$ cat src/source/bus_pkg.sv
`default_nettype none

package bus_pkg;

  // Bus widths
  localparam int ADDR_W = 32;
  localparam int DATA_W = 32;
  localparam int RESP_W = 2;

  // Response codes
  localparam logic [RESP_W-1:0] RESP_OKAY   = 2'd0;
  localparam logic [RESP_W-1:0] RESP_SLVERR = 2'd2;

  ////////////////////
  // Register map
  ////////////////////

  // LED register, read and write
  localparam logic [ADDR_W-1:0] ADDR_LED       = 32'h0000_0000;
  // Synchronized switches, read only
  localparam logic [ADDR_W-1:0] ADDR_SW        = 32'h0000_0004;
  // Microsecond count, read only
  localparam logic [ADDR_W-1:0] ADDR_TIMER     = 32'h0000_0008;
  // Write sends a byte, read pops one
  localparam logic [ADDR_W-1:0] ADDR_UART_DATA = 32'h0000_000C;
  // FIFO and transmitter state, read only
  localparam logic [ADDR_W-1:0] ADDR_UART_STAT = 32'h0000_0010;

endpackage

`default_nettype wire

$ cat src/source/periph_pkg.sv
`default_nettype none

package periph_pkg;

  // GPIO
  localparam int NUM_LEDS     = 4;
  localparam int NUM_SWITCHES = 4;

  // Timer prescale is small so simulations stay short
  localparam int TICKS_PER_US = 10;
  localparam int TIMER_W      = 32;

  ////////////////////
  // UART
  ////////////////////

  localparam int CLKS_PER_BIT = 16;
  localparam int BYTE_W       = 8;
  localparam int FIFO_DEPTH   = 8;

  // Status register bits
  localparam int STAT_NOT_EMPTY = 0;
  localparam int STAT_TX_BUSY   = 1;

  // Set in a data register read that popped a byte
  localparam int RX_VALID_BIT = 8;

endpackage

`default_nettype wire

$ cat src/source/axil_slave_port.sv
`timescale 1ns/1ps
`default_nettype none

module axil_slave_port (
  input  logic                                clk,
  input  logic                                rst,
  input  logic [bus_pkg::ADDR_W-1:0]          i_awaddr,
  input  logic                                i_awvalid,
  output logic                                o_awready,
  input  logic [bus_pkg::DATA_W-1:0]          i_wdata,
  input  logic                                i_wvalid,
  output logic                                o_wready,
  output logic                                o_bvalid,
  output logic [bus_pkg::RESP_W-1:0]          o_bresp,
  input  logic                                i_bready,
  input  logic [bus_pkg::ADDR_W-1:0]          i_araddr,
  input  logic                                i_arvalid,
  output logic                                o_arready,
  output logic                                o_rvalid,
  output logic [bus_pkg::DATA_W-1:0]          o_rdata,
  output logic [bus_pkg::RESP_W-1:0]          o_rresp,
  input  logic                                i_rready,
  input  logic [periph_pkg::NUM_LEDS-1:0]     i_led,
  input  logic [periph_pkg::NUM_SWITCHES-1:0] i_sw_sync,
  input  logic [periph_pkg::TIMER_W-1:0]      i_timer_count,
  input  logic                                i_tx_busy,
  input  logic                                i_fifo_empty,
  input  logic [periph_pkg::BYTE_W-1:0]       i_fifo_byte,
  output logic                                o_led_we,
  output logic [periph_pkg::NUM_LEDS-1:0]     o_led_wdata,
  output logic                                o_tx_start,
  output logic [periph_pkg::BYTE_W-1:0]       o_tx_byte,
  output logic                                o_fifo_pop
);
  import bus_pkg::*;
  import periph_pkg::*;

  logic              ar_accept;
  logic              aw_accept;
  logic              wr_to_led;
  logic              wr_to_uart;
  logic              rd_mapped;
  logic [DATA_W-1:0] rd_word;

  ////////////////////
  // Acceptance
  ////////////////////

  assign wr_to_led  = (i_awaddr == ADDR_LED);
  assign wr_to_uart = (i_awaddr == ADDR_UART_DATA);

  // A read wins a tie with a write
  assign ar_accept = i_arvalid && !o_rvalid && !o_bvalid;

  // Hold UART writes back until the transmitter is free
  assign aw_accept = i_awvalid && i_wvalid && !o_bvalid && !o_rvalid && !ar_accept &&
                     !(wr_to_uart && i_tx_busy);

  assign o_arready = ar_accept;
  assign o_awready = aw_accept;
  assign o_wready  = aw_accept;

  // Strobes to the peripherals
  assign o_led_we    = aw_accept && wr_to_led;
  assign o_led_wdata = i_wdata[NUM_LEDS-1:0];
  assign o_tx_start  = aw_accept && wr_to_uart;
  assign o_tx_byte   = i_wdata[BYTE_W-1:0];
  assign o_fifo_pop  = ar_accept && (i_araddr == ADDR_UART_DATA) && !i_fifo_empty;

  ////////////////////
  // Read select
  ////////////////////

  always_comb begin
    rd_word   = '0;
    rd_mapped = 1'b1;
    case (i_araddr)
      ADDR_LED:   rd_word = DATA_W'(i_led);
      ADDR_SW:    rd_word = DATA_W'(i_sw_sync);
      ADDR_TIMER: rd_word = DATA_W'(i_timer_count);
      ADDR_UART_DATA: begin
        if (!i_fifo_empty) begin
          rd_word[BYTE_W-1:0]   = i_fifo_byte;
          rd_word[RX_VALID_BIT] = 1'b1;
        end
      end
      ADDR_UART_STAT: begin
        rd_word[STAT_NOT_EMPTY] = !i_fifo_empty;
        rd_word[STAT_TX_BUSY]   = i_tx_busy;
      end
      default: rd_mapped = 1'b0;
    endcase
  end

  ////////////////////
  // Responses
  ////////////////////

  always_ff @(posedge clk) begin
    if (rst) begin
      o_bvalid <= 1'b0;
    end else if (aw_accept) begin
      o_bvalid <= 1'b1;
    end else if (i_bready) begin
      o_bvalid <= 1'b0;
    end
  end

  // Only LED and UART data take writes
  always_ff @(posedge clk) begin
    if (aw_accept) begin
      o_bresp <= (wr_to_led || wr_to_uart) ? RESP_OKAY : RESP_SLVERR;
    end
  end

  always_ff @(posedge clk) begin
    if (rst) begin
      o_rvalid <= 1'b0;
    end else if (ar_accept) begin
      o_rvalid <= 1'b1;
    end else if (i_rready) begin
      o_rvalid <= 1'b0;
    end
  end

  always_ff @(posedge clk) begin
    if (ar_accept) begin
      o_rdata <= rd_word;
      o_rresp <= rd_mapped ? RESP_OKAY : RESP_SLVERR;
    end
  end

endmodule

`default_nettype wire

$ cat src/source/sys_regs.sv
`timescale 1ns/1ps
`default_nettype none

module sys_regs (
  input  logic                                clk,
  input  logic                                rst,
  input  logic                                i_led_we,
  input  logic [periph_pkg::NUM_LEDS-1:0]     i_led_wdata,
  input  logic [periph_pkg::NUM_SWITCHES-1:0] i_sw,
  output logic [periph_pkg::NUM_LEDS-1:0]     o_led,
  output logic [periph_pkg::NUM_SWITCHES-1:0] o_sw_sync,
  output logic [periph_pkg::TIMER_W-1:0]      o_timer_count
);
  import periph_pkg::*;

  localparam int PRESCALE_W = $clog2(TICKS_PER_US);

  logic [NUM_SWITCHES-1:0] sw_meta;
  logic [PRESCALE_W-1:0]   prescale;

  always_ff @(posedge clk) begin
    if (rst) begin
      o_led <= '0;
    end else if (i_led_we) begin
      o_led <= i_led_wdata;
    end
  end

  // Two-flop switch synchronizer
  always_ff @(posedge clk) begin
    if (rst) begin
      sw_meta   <= '0;
      o_sw_sync <= '0;
    end else begin
      sw_meta   <= i_sw;
      o_sw_sync <= sw_meta;
    end
  end

  // Prescaler wraps once per microsecond
  always_ff @(posedge clk) begin
    if (rst) begin
      prescale      <= '0;
      o_timer_count <= '0;
    end else if (prescale == PRESCALE_W'(TICKS_PER_US - 1)) begin
      prescale      <= '0;
      o_timer_count <= o_timer_count + 1'b1;
    end else begin
      prescale <= prescale + 1'b1;
    end
  end

endmodule

`default_nettype wire

$ cat src/source/uart_tx.sv
`timescale 1ns/1ps
`default_nettype none

module uart_tx #(
  parameter int CLKS_PER_BIT = periph_pkg::CLKS_PER_BIT
) (
  input  logic                          clk,
  input  logic                          rst,
  input  logic                          i_start,
  input  logic [periph_pkg::BYTE_W-1:0] i_byte,
  output logic                          o_busy,
  output logic                          o_serial
);
  import periph_pkg::*;

  localparam int CNT_W = $clog2(CLKS_PER_BIT);
  localparam int BIT_W = $clog2(BYTE_W);

  typedef enum logic [2:0] {
    S_IDLE,
    S_START,
    S_DATA,
    S_STOP,
    S_CLEANUP
  } tx_state_t;

  tx_state_t         state;
  logic [CNT_W-1:0]  clk_cnt;
  logic [BIT_W-1:0]  bit_cnt;
  logic [BYTE_W-1:0] shift;
  logic              bit_done;

  assign bit_done = (clk_cnt == CNT_W'(CLKS_PER_BIT - 1));
  assign o_busy   = (state != S_IDLE);

  always_ff @(posedge clk) begin
    if (rst) begin
      state   <= S_IDLE;
      clk_cnt <= '0;
      bit_cnt <= '0;
    end else begin
      case (state)
        S_IDLE: begin
          clk_cnt <= '0;
          bit_cnt <= '0;
          if (i_start) begin
            state <= S_START;
          end
        end
        S_START: begin
          if (bit_done) begin
            clk_cnt <= '0;
            state   <= S_DATA;
          end else begin
            clk_cnt <= clk_cnt + 1'b1;
          end
        end
        S_DATA: begin
          if (bit_done) begin
            clk_cnt <= '0;
            bit_cnt <= bit_cnt + 1'b1;
            if (bit_cnt == BIT_W'(BYTE_W - 1)) begin
              state <= S_STOP;
            end
          end else begin
            clk_cnt <= clk_cnt + 1'b1;
          end
        end
        S_STOP: begin
          if (bit_done) begin
            clk_cnt <= '0;
            state   <= S_CLEANUP;
          end else begin
            clk_cnt <= clk_cnt + 1'b1;
          end
        end
        default: state <= S_IDLE;  // cleanup lasts one cycle
      endcase
    end
  end

  // LSB goes out first
  always_ff @(posedge clk) begin
    if (state == S_IDLE && i_start) begin
      shift <= i_byte;
    end else if (state == S_DATA && bit_done) begin
      shift <= {1'b0, shift[BYTE_W-1:1]};
    end
  end

  // Line follows the state one cycle later
  always_ff @(posedge clk) begin
    if (rst) begin
      o_serial <= 1'b1;
    end else begin
      case (state)
        S_START: o_serial <= 1'b0;
        S_DATA:  o_serial <= shift[0];
        default: o_serial <= 1'b1;
      endcase
    end
  end

endmodule

`default_nettype wire

$ cat src/source/uart_rx.sv
`timescale 1ns/1ps
`default_nettype none

module uart_rx #(
  parameter int CLKS_PER_BIT = periph_pkg::CLKS_PER_BIT
) (
  input  logic                          clk,
  input  logic                          rst,
  input  logic                          i_serial,
  output logic                          o_valid,
  output logic [periph_pkg::BYTE_W-1:0] o_byte
);
  import periph_pkg::*;

  localparam int CNT_W = $clog2(CLKS_PER_BIT);
  localparam int BIT_W = $clog2(BYTE_W);

  typedef enum logic [1:0] {
    S_IDLE,
    S_START,
    S_DATA,
    S_STOP
  } rx_state_t;

  rx_state_t        state;
  logic             serial_meta;
  logic             serial_sync;
  logic [CNT_W-1:0] clk_cnt;
  logic [BIT_W-1:0] bit_cnt;
  logic             bit_done;
  logic             half_done;

  assign bit_done  = (clk_cnt == CNT_W'(CLKS_PER_BIT - 1));
  assign half_done = (clk_cnt == CNT_W'((CLKS_PER_BIT - 1) / 2));

  // Line idles high
  always_ff @(posedge clk) begin
    if (rst) begin
      serial_meta <= 1'b1;
      serial_sync <= 1'b1;
    end else begin
      serial_meta <= i_serial;
      serial_sync <= serial_meta;
    end
  end

  always_ff @(posedge clk) begin
    if (rst) begin
      state   <= S_IDLE;
      clk_cnt <= '0;
      bit_cnt <= '0;
      o_valid <= 1'b0;
    end else begin
      o_valid <= 1'b0;
      case (state)
        S_IDLE: begin
          clk_cnt <= '0;
          bit_cnt <= '0;
          if (!serial_sync) begin
            state <= S_START;
          end
        end
        // Still low at mid-bit means a real start bit
        S_START: begin
          if (half_done) begin
            clk_cnt <= '0;
            state   <= serial_sync ? S_IDLE : S_DATA;
          end else begin
            clk_cnt <= clk_cnt + 1'b1;
          end
        end
        S_DATA: begin
          if (bit_done) begin
            clk_cnt <= '0;
            bit_cnt <= bit_cnt + 1'b1;
            if (bit_cnt == BIT_W'(BYTE_W - 1)) begin
              state <= S_STOP;
            end
          end else begin
            clk_cnt <= clk_cnt + 1'b1;
          end
        end
        S_STOP: begin
          if (bit_done) begin
            clk_cnt <= '0;
            o_valid <= serial_sync;
            state   <= S_IDLE;
          end else begin
            clk_cnt <= clk_cnt + 1'b1;
          end
        end
        default: state <= S_IDLE;
      endcase
    end
  end

  always_ff @(posedge clk) begin
    if (state == S_DATA && bit_done) begin
      o_byte <= {serial_sync, o_byte[BYTE_W-1:1]};
    end
  end

endmodule

`default_nettype wire

$ cat src/source/rx_fifo.sv
`timescale 1ns/1ps
`default_nettype none

module rx_fifo #(
  parameter int DEPTH = periph_pkg::FIFO_DEPTH
) (
  input  logic                          clk,
  input  logic                          rst,
  input  logic                          i_push,
  input  logic [periph_pkg::BYTE_W-1:0] i_push_byte,
  input  logic                          i_pop,
  output logic                          o_empty,
  output logic [periph_pkg::BYTE_W-1:0] o_head_byte
);
  import periph_pkg::*;

  localparam int PTR_W = (DEPTH > 1) ? $clog2(DEPTH) : 1;
  localparam int CNT_W = $clog2(DEPTH + 1);

  logic [BYTE_W-1:0] mem [DEPTH];
  logic [PTR_W-1:0]  wr_ptr;
  logic [PTR_W-1:0]  rd_ptr;
  logic [CNT_W-1:0]  count;
  logic              full;
  logic              do_push;
  logic              do_pop;

  function automatic logic [PTR_W-1:0] next_ptr(input logic [PTR_W-1:0] ptr);
    return (ptr == PTR_W'(DEPTH - 1)) ? '0 : ptr + 1'b1;
  endfunction

  assign full        = (count == CNT_W'(DEPTH));
  assign o_empty     = (count == '0);
  assign do_push     = i_push && !full;  // bytes arriving when full are lost
  assign do_pop      = i_pop && !o_empty;
  assign o_head_byte = mem[rd_ptr];

  always_ff @(posedge clk) begin
    if (do_push) begin
      mem[wr_ptr] <= i_push_byte;
    end
  end

  always_ff @(posedge clk) begin
    if (rst) begin
      wr_ptr <= '0;
      rd_ptr <= '0;
      count  <= '0;
    end else begin
      if (do_push) begin
        wr_ptr <= next_ptr(wr_ptr);
      end
      if (do_pop) begin
        rd_ptr <= next_ptr(rd_ptr);
      end
      case ({do_push, do_pop})
        2'b10:   count <= count + 1'b1;
        2'b01:   count <= count - 1'b1;
        default: count <= count;
      endcase
    end
  end

endmodule

`default_nettype wire

$ cat src/source/periph_top.sv
`timescale 1ns/1ps
`default_nettype none

module periph_top (
  input  logic                                clk,
  input  logic                                rst,
  input  logic [bus_pkg::ADDR_W-1:0]          i_awaddr,
  input  logic                                i_awvalid,
  output logic                                o_awready,
  input  logic [bus_pkg::DATA_W-1:0]          i_wdata,
  input  logic                                i_wvalid,
  output logic                                o_wready,
  output logic                                o_bvalid,
  output logic [bus_pkg::RESP_W-1:0]          o_bresp,
  input  logic                                i_bready,
  input  logic [bus_pkg::ADDR_W-1:0]          i_araddr,
  input  logic                                i_arvalid,
  output logic                                o_arready,
  output logic                                o_rvalid,
  output logic [bus_pkg::DATA_W-1:0]          o_rdata,
  output logic [bus_pkg::RESP_W-1:0]          o_rresp,
  input  logic                                i_rready,
  input  logic [periph_pkg::NUM_SWITCHES-1:0] i_sw,
  output logic [periph_pkg::NUM_LEDS-1:0]     o_led,
  input  logic                                i_uart_rx,
  output logic                                o_uart_tx
);
  import periph_pkg::*;

  logic                    led_we;
  logic [NUM_LEDS-1:0]     led_wdata;
  logic [NUM_SWITCHES-1:0] sw_sync;
  logic [TIMER_W-1:0]      timer_count;
  logic                    tx_start;
  logic [BYTE_W-1:0]       tx_byte;
  logic                    tx_busy;
  logic                    fifo_pop;
  logic                    fifo_empty;
  logic [BYTE_W-1:0]       fifo_byte;
  logic                    rx_valid;
  logic [BYTE_W-1:0]       rx_byte;

  axil_slave_port port0 (
    .clk           (clk),
    .rst           (rst),
    .i_awaddr      (i_awaddr),
    .i_awvalid     (i_awvalid),
    .o_awready     (o_awready),
    .i_wdata       (i_wdata),
    .i_wvalid      (i_wvalid),
    .o_wready      (o_wready),
    .o_bvalid      (o_bvalid),
    .o_bresp       (o_bresp),
    .i_bready      (i_bready),
    .i_araddr      (i_araddr),
    .i_arvalid     (i_arvalid),
    .o_arready     (o_arready),
    .o_rvalid      (o_rvalid),
    .o_rdata       (o_rdata),
    .o_rresp       (o_rresp),
    .i_rready      (i_rready),
    .i_led         (o_led),
    .i_sw_sync     (sw_sync),
    .i_timer_count (timer_count),
    .i_tx_busy     (tx_busy),
    .i_fifo_empty  (fifo_empty),
    .i_fifo_byte   (fifo_byte),
    .o_led_we      (led_we),
    .o_led_wdata   (led_wdata),
    .o_tx_start    (tx_start),
    .o_tx_byte     (tx_byte),
    .o_fifo_pop    (fifo_pop)
  );

  sys_regs regs0 (
    .clk           (clk),
    .rst           (rst),
    .i_led_we      (led_we),
    .i_led_wdata   (led_wdata),
    .i_sw          (i_sw),
    .o_led         (o_led),
    .o_sw_sync     (sw_sync),
    .o_timer_count (timer_count)
  );

  ////////////////////
  // UART
  ////////////////////

  uart_tx #(.CLKS_PER_BIT(CLKS_PER_BIT)) tx0 (
    .clk      (clk),
    .rst      (rst),
    .i_start  (tx_start),
    .i_byte   (tx_byte),
    .o_busy   (tx_busy),
    .o_serial (o_uart_tx)
  );

  uart_rx #(.CLKS_PER_BIT(CLKS_PER_BIT)) rx0 (
    .clk      (clk),
    .rst      (rst),
    .i_serial (i_uart_rx),
    .o_valid  (rx_valid),
    .o_byte   (rx_byte)
  );

  rx_fifo #(.DEPTH(FIFO_DEPTH)) fifo0 (
    .clk         (clk),
    .rst         (rst),
    .i_push      (rx_valid),
    .i_push_byte (rx_byte),
    .i_pop       (fifo_pop),
    .o_empty     (fifo_empty),
    .o_head_byte (fifo_byte)
  );

endmodule

`default_nettype wire

$ cat config.mk
export PLATFORM = sky130hd
export DESIGN_NAME = periph_top
export DESIGN_NICKNAME = d
export VERILOG_FILES = /design/src/source/bus_pkg.sv /design/src/source/periph_pkg.sv /design/src/source/axil_slave_port.sv /design/src/source/sys_regs.sv /design/src/source/uart_tx.sv /design/src/source/uart_rx.sv /design/src/source/rx_fifo.sv /design/src/source/periph_top.sv
export SDC_FILE = /design/constraint.sdc
export NUM_CORES = 1
export LEC_CHECK = 0
export BUFFER_PORTS_ARGS = -buffer_cell sky130_fd_sc_hd__buf_4
export CELL_PAD_IN_SITES_DETAIL_PLACEMENT = 0
export CELL_PAD_IN_SITES_GLOBAL_PLACEMENT = 1
export CORE_MARGIN = 3
export CORE_UTILIZATION = 30
export DETAILED_ROUTE_END_ITERATION = 7
export PLACE_DENSITY = 0.62
export REMOVE_ABC_BUFFERS = 1
export SYNTH_ARGS = -nofsm -noshare
export SYNTH_HDL_FRONTEND = slang
export SYNTH_SLANG_ARGS = --single-unit
export TNS_END_PERCENT = 30
$ cat constraint.sdc
create_clock -name clk -period 7.5 [get_ports clk]
set_clock_uncertainty 0.1 [all_clocks]
set_input_delay 1.5 -clock clk [delete_from_list [all_inputs] [get_ports clk]]
set_output_delay 1.5 -clock clk [all_outputs]
set_load 0.02 [all_outputs]
==> flow_summary.json <==
{
  "drive_gt1_share_pct": 25.8,
  "numCtsBuffers": 17,
  "layout_common_cells": "132 x buf_4, 114 x edfxtp_1, 86 x dfxtp_1, 49 x nor2_1, 39 x a21oi_1",
  "rsz0062_at_grt": "no",
  "grt_start_max_net_pins": 54,
  "row_count": 61,
  "cts_buffer_depth": 2,
  "antenna_cells": 0,
  "synth_top_area_share_pct": 40.2,
  "die_w_um": 175,
  "synth_top_flop_cell": "edfxtp_1",
  "min_path_type": "reg2reg",
  "path_clk_slew_ns": 0.07,
  "worstPathMaxFanout": 6,
  "top_layer": "met4",
  "drtAntennaViolNets": 0,
  "status": "complete, no violations",
  "finalNetCount": 929,
  "cap_violations": 0,
  "worstMarginPinSlew_ns": 1.14,
  "io_buffers": 127,
  "finalSetupTns_ns": 0,
  "detail_route.wl_per_cell_um": 16.1,
  "p_per_area_nw_per_um2": 210,
  "max_slew_margin_pct": 23.7,
  "reg2reg_depth": 11,
  "yosysSeqAreaShare_pct": 60.4,
  "grt_pass1_wl_mm": 30.5,
  "critical_path_class": "in2out",
  "r2r-start": "port0.o_bvalid",
  "min_period_ns": 5.01,
  "hold_depth": 1,
  "ys_warn_count": 0,
  "fillers": 2687,
  "hpwlAfterDp_mm": 13.5,
  "io_pins": 154,
  "grt_util_all_layers_pct": 12.7,
  "grt_pass1_vias": 5584,
  "layout_commonest_cell": "buf_4",
  "synth-seq-cells": 200,
  "fmax_mhz": 200,
  "cts.sinks": 200,
  "routed_via_density": 4.73,
  "drt_wl_total_mm": 19.2,
  "drc": 0,
  "syn-mean-instance-area_um2": 12.3,
  "cts.hold.buffers_added": 0,
  "drt_iter0_markers": 297,
  "synth_cell_types": 56,
  "worstPathRequired_ns": 5.90,
  "fin_cells": 1196,
  "holdCritStartpoint": "rx0.serial_meta",
  "globalRoute.totalOverflow": 0,
  "final_hold_viol_count": 0,
  "r2r_setup_slack_ns": 4.27,
  "async_flop_share_pct": 0,
  "start_kind": "input port",
  "place_ws_ns": 2.45,
  "multi_input_area_um2": 3210,
  "drt-pass1-iter-count": 4,
  "end_kind": "output port",
  "syn_inst": 692,
  "synth_edf_count": 114,
  "drv_slew": 0,
  "cts_root_buffer": "clkbuf_16",
  "r2r_end": "fifo0.count[2]",
  "finalCritPeriodShare_pct": 66.8,
  "syn_to_final_growth_pct": 22.9,
  "netlist.top_cell.by_area": "edfxtp_1",
  "tritoncts": "yes",
  "postCtsSetupBuffers": 0,
  "critPathArrivalTime_ns": 3.41,
  "fin_util_pct": 37.6,
  "die_area_um2": 30500,
  "worst_hold_path.endpoint": "rx0.serial_sync",
  "core_area_um2": 27900,
  "regArea_um2": 5140,
  "cts_resized": 0,
  "synth_area_leaders": "edfxtp_1 40%, dfxtp_1 20%, mux4_2 4.2%",
  "insertion_delay_ns": 0.43,
  "peakVddDrop_uv": 116,
  "initial_utilization_pct": 30.6,
  "worst_slack_ns": 2.49,
  "wl_met3_um": 551,
  "synth.cell_area_um2": 8520,
  "cts.htree.levels": 4,
  "antenna_found_initial": 0,
  "die_h_um": 175,
  "routabilityCongestion": 0.784,
  "setup_viol": 0,
  "dp.cells": 1164,
  "wl_met1_mm": 8.83,
  "wl_met2_mm": 9.67,
  "leakage_nw": 3.72,
  "vias": 5655
}
## how the worst max path moves through the flow
stage | from | end | slack, ns
floorplan | i_arvalid | fifo0.count[2] | 0.86
global route | i_awaddr[0] | o_wready | 2.22
CTS | i_awaddr[0] | o_wready | 2.44
detailed placement | i_awaddr[0] | o_wready | 2.45
finish | i_awaddr[0] | o_wready | 2.49
global placement | i_awaddr[0] | o_wready | 2.47
## flip-flops by register name (all words and copies together), names as in the netlist, 4 cells and up, named ones only
register and cells:
rx0.clk_cnt 4, tx0.shift 8, regs0.o_timer_count 32, regs0.o_sw_sync 4
port0.o_rdata 32, regs0.sw_meta 4, tx0.clk_cnt 4, regs0.o_led 4
regs0.prescale 4, rx0.o_byte 8, fifo0.mem 64, fifo0.count 4
## layer usage
layer,up-vias,global-route usage [%]
li1,2836,-
met1,2725,16.3
met2,84,22.1
met3,10,2.38
met4,0,3.22
met5,-,0
## critical path, cell delays in order
cell	delay, ns
buf_4	0.11
nor4_1	0.43
nand4_1	0.41
nor3_1	0.53
a21oi_1	0.23
buf_4	0.20
## through the flow
step / power, mW / area (um^2) / hold slack [ns]
after floorplan: 1.23 / 8360 / 0.289
after global placement: 1.30 / 9860 / 0.293
after detailed placement: 1.30 / 9860 / 0.295
after CTS: 2.23 / 10500 / 0.313
after global routing: 2.28 / 10500 / 0.337
final: 2.20 / 10500 / 0.310
## Yosys cell counts, types with 15 or more instances
library cell / instances
nor2_1: 49
nand4_1: 20
and2_1: 23
nor3_1: 23
o21ai_0: 15
nor4_1: 18
ha_1: 16
nand3_1: 22
mux4_2: 16
edfxtp_1: 114
nor2b_1: 19
clkbuf_1: 28
nand2_1: 23
mux2_2: 15
dfxtp_1: 86
mux2i_1: 18
a21oi_1: 39
## report_power, final
group | switching, mW | internal (mW) | total, mW
sequential | 0.00676 | 1.16 | 1.17
combinational | 0.0515 | 0.0506 | 0.102
clock | 0.399 | 0.529 | 0.928
total | 0.457 | 1.74 | 2.20
## kinds of logic (layout without fill, tap and decap cells)
family	count (synthesis)	after routing	share of synthesized area (%)
other cells	1	2	0.0440
flops	200	200	60.4
buf+inv	51	176	2.45
mux	49	49	8.33
compound gates	89	89	6.42
fa+ha+maj	16	16	2.35
xor+xnor	20	20	2.06
simple gates	266	266	18.0
## cell type report
cell class              count  share of cell area [%]
clock buffers              24                    5.02
clock inverters             8                   0.765
inverters                  12                   0.430
multi-input cells         442                    30.6
flip-flops and latches    200                    49.2
well taps                 378                    4.52
repair buffers            132                    9.47
(Power assumes the default switching activity.)
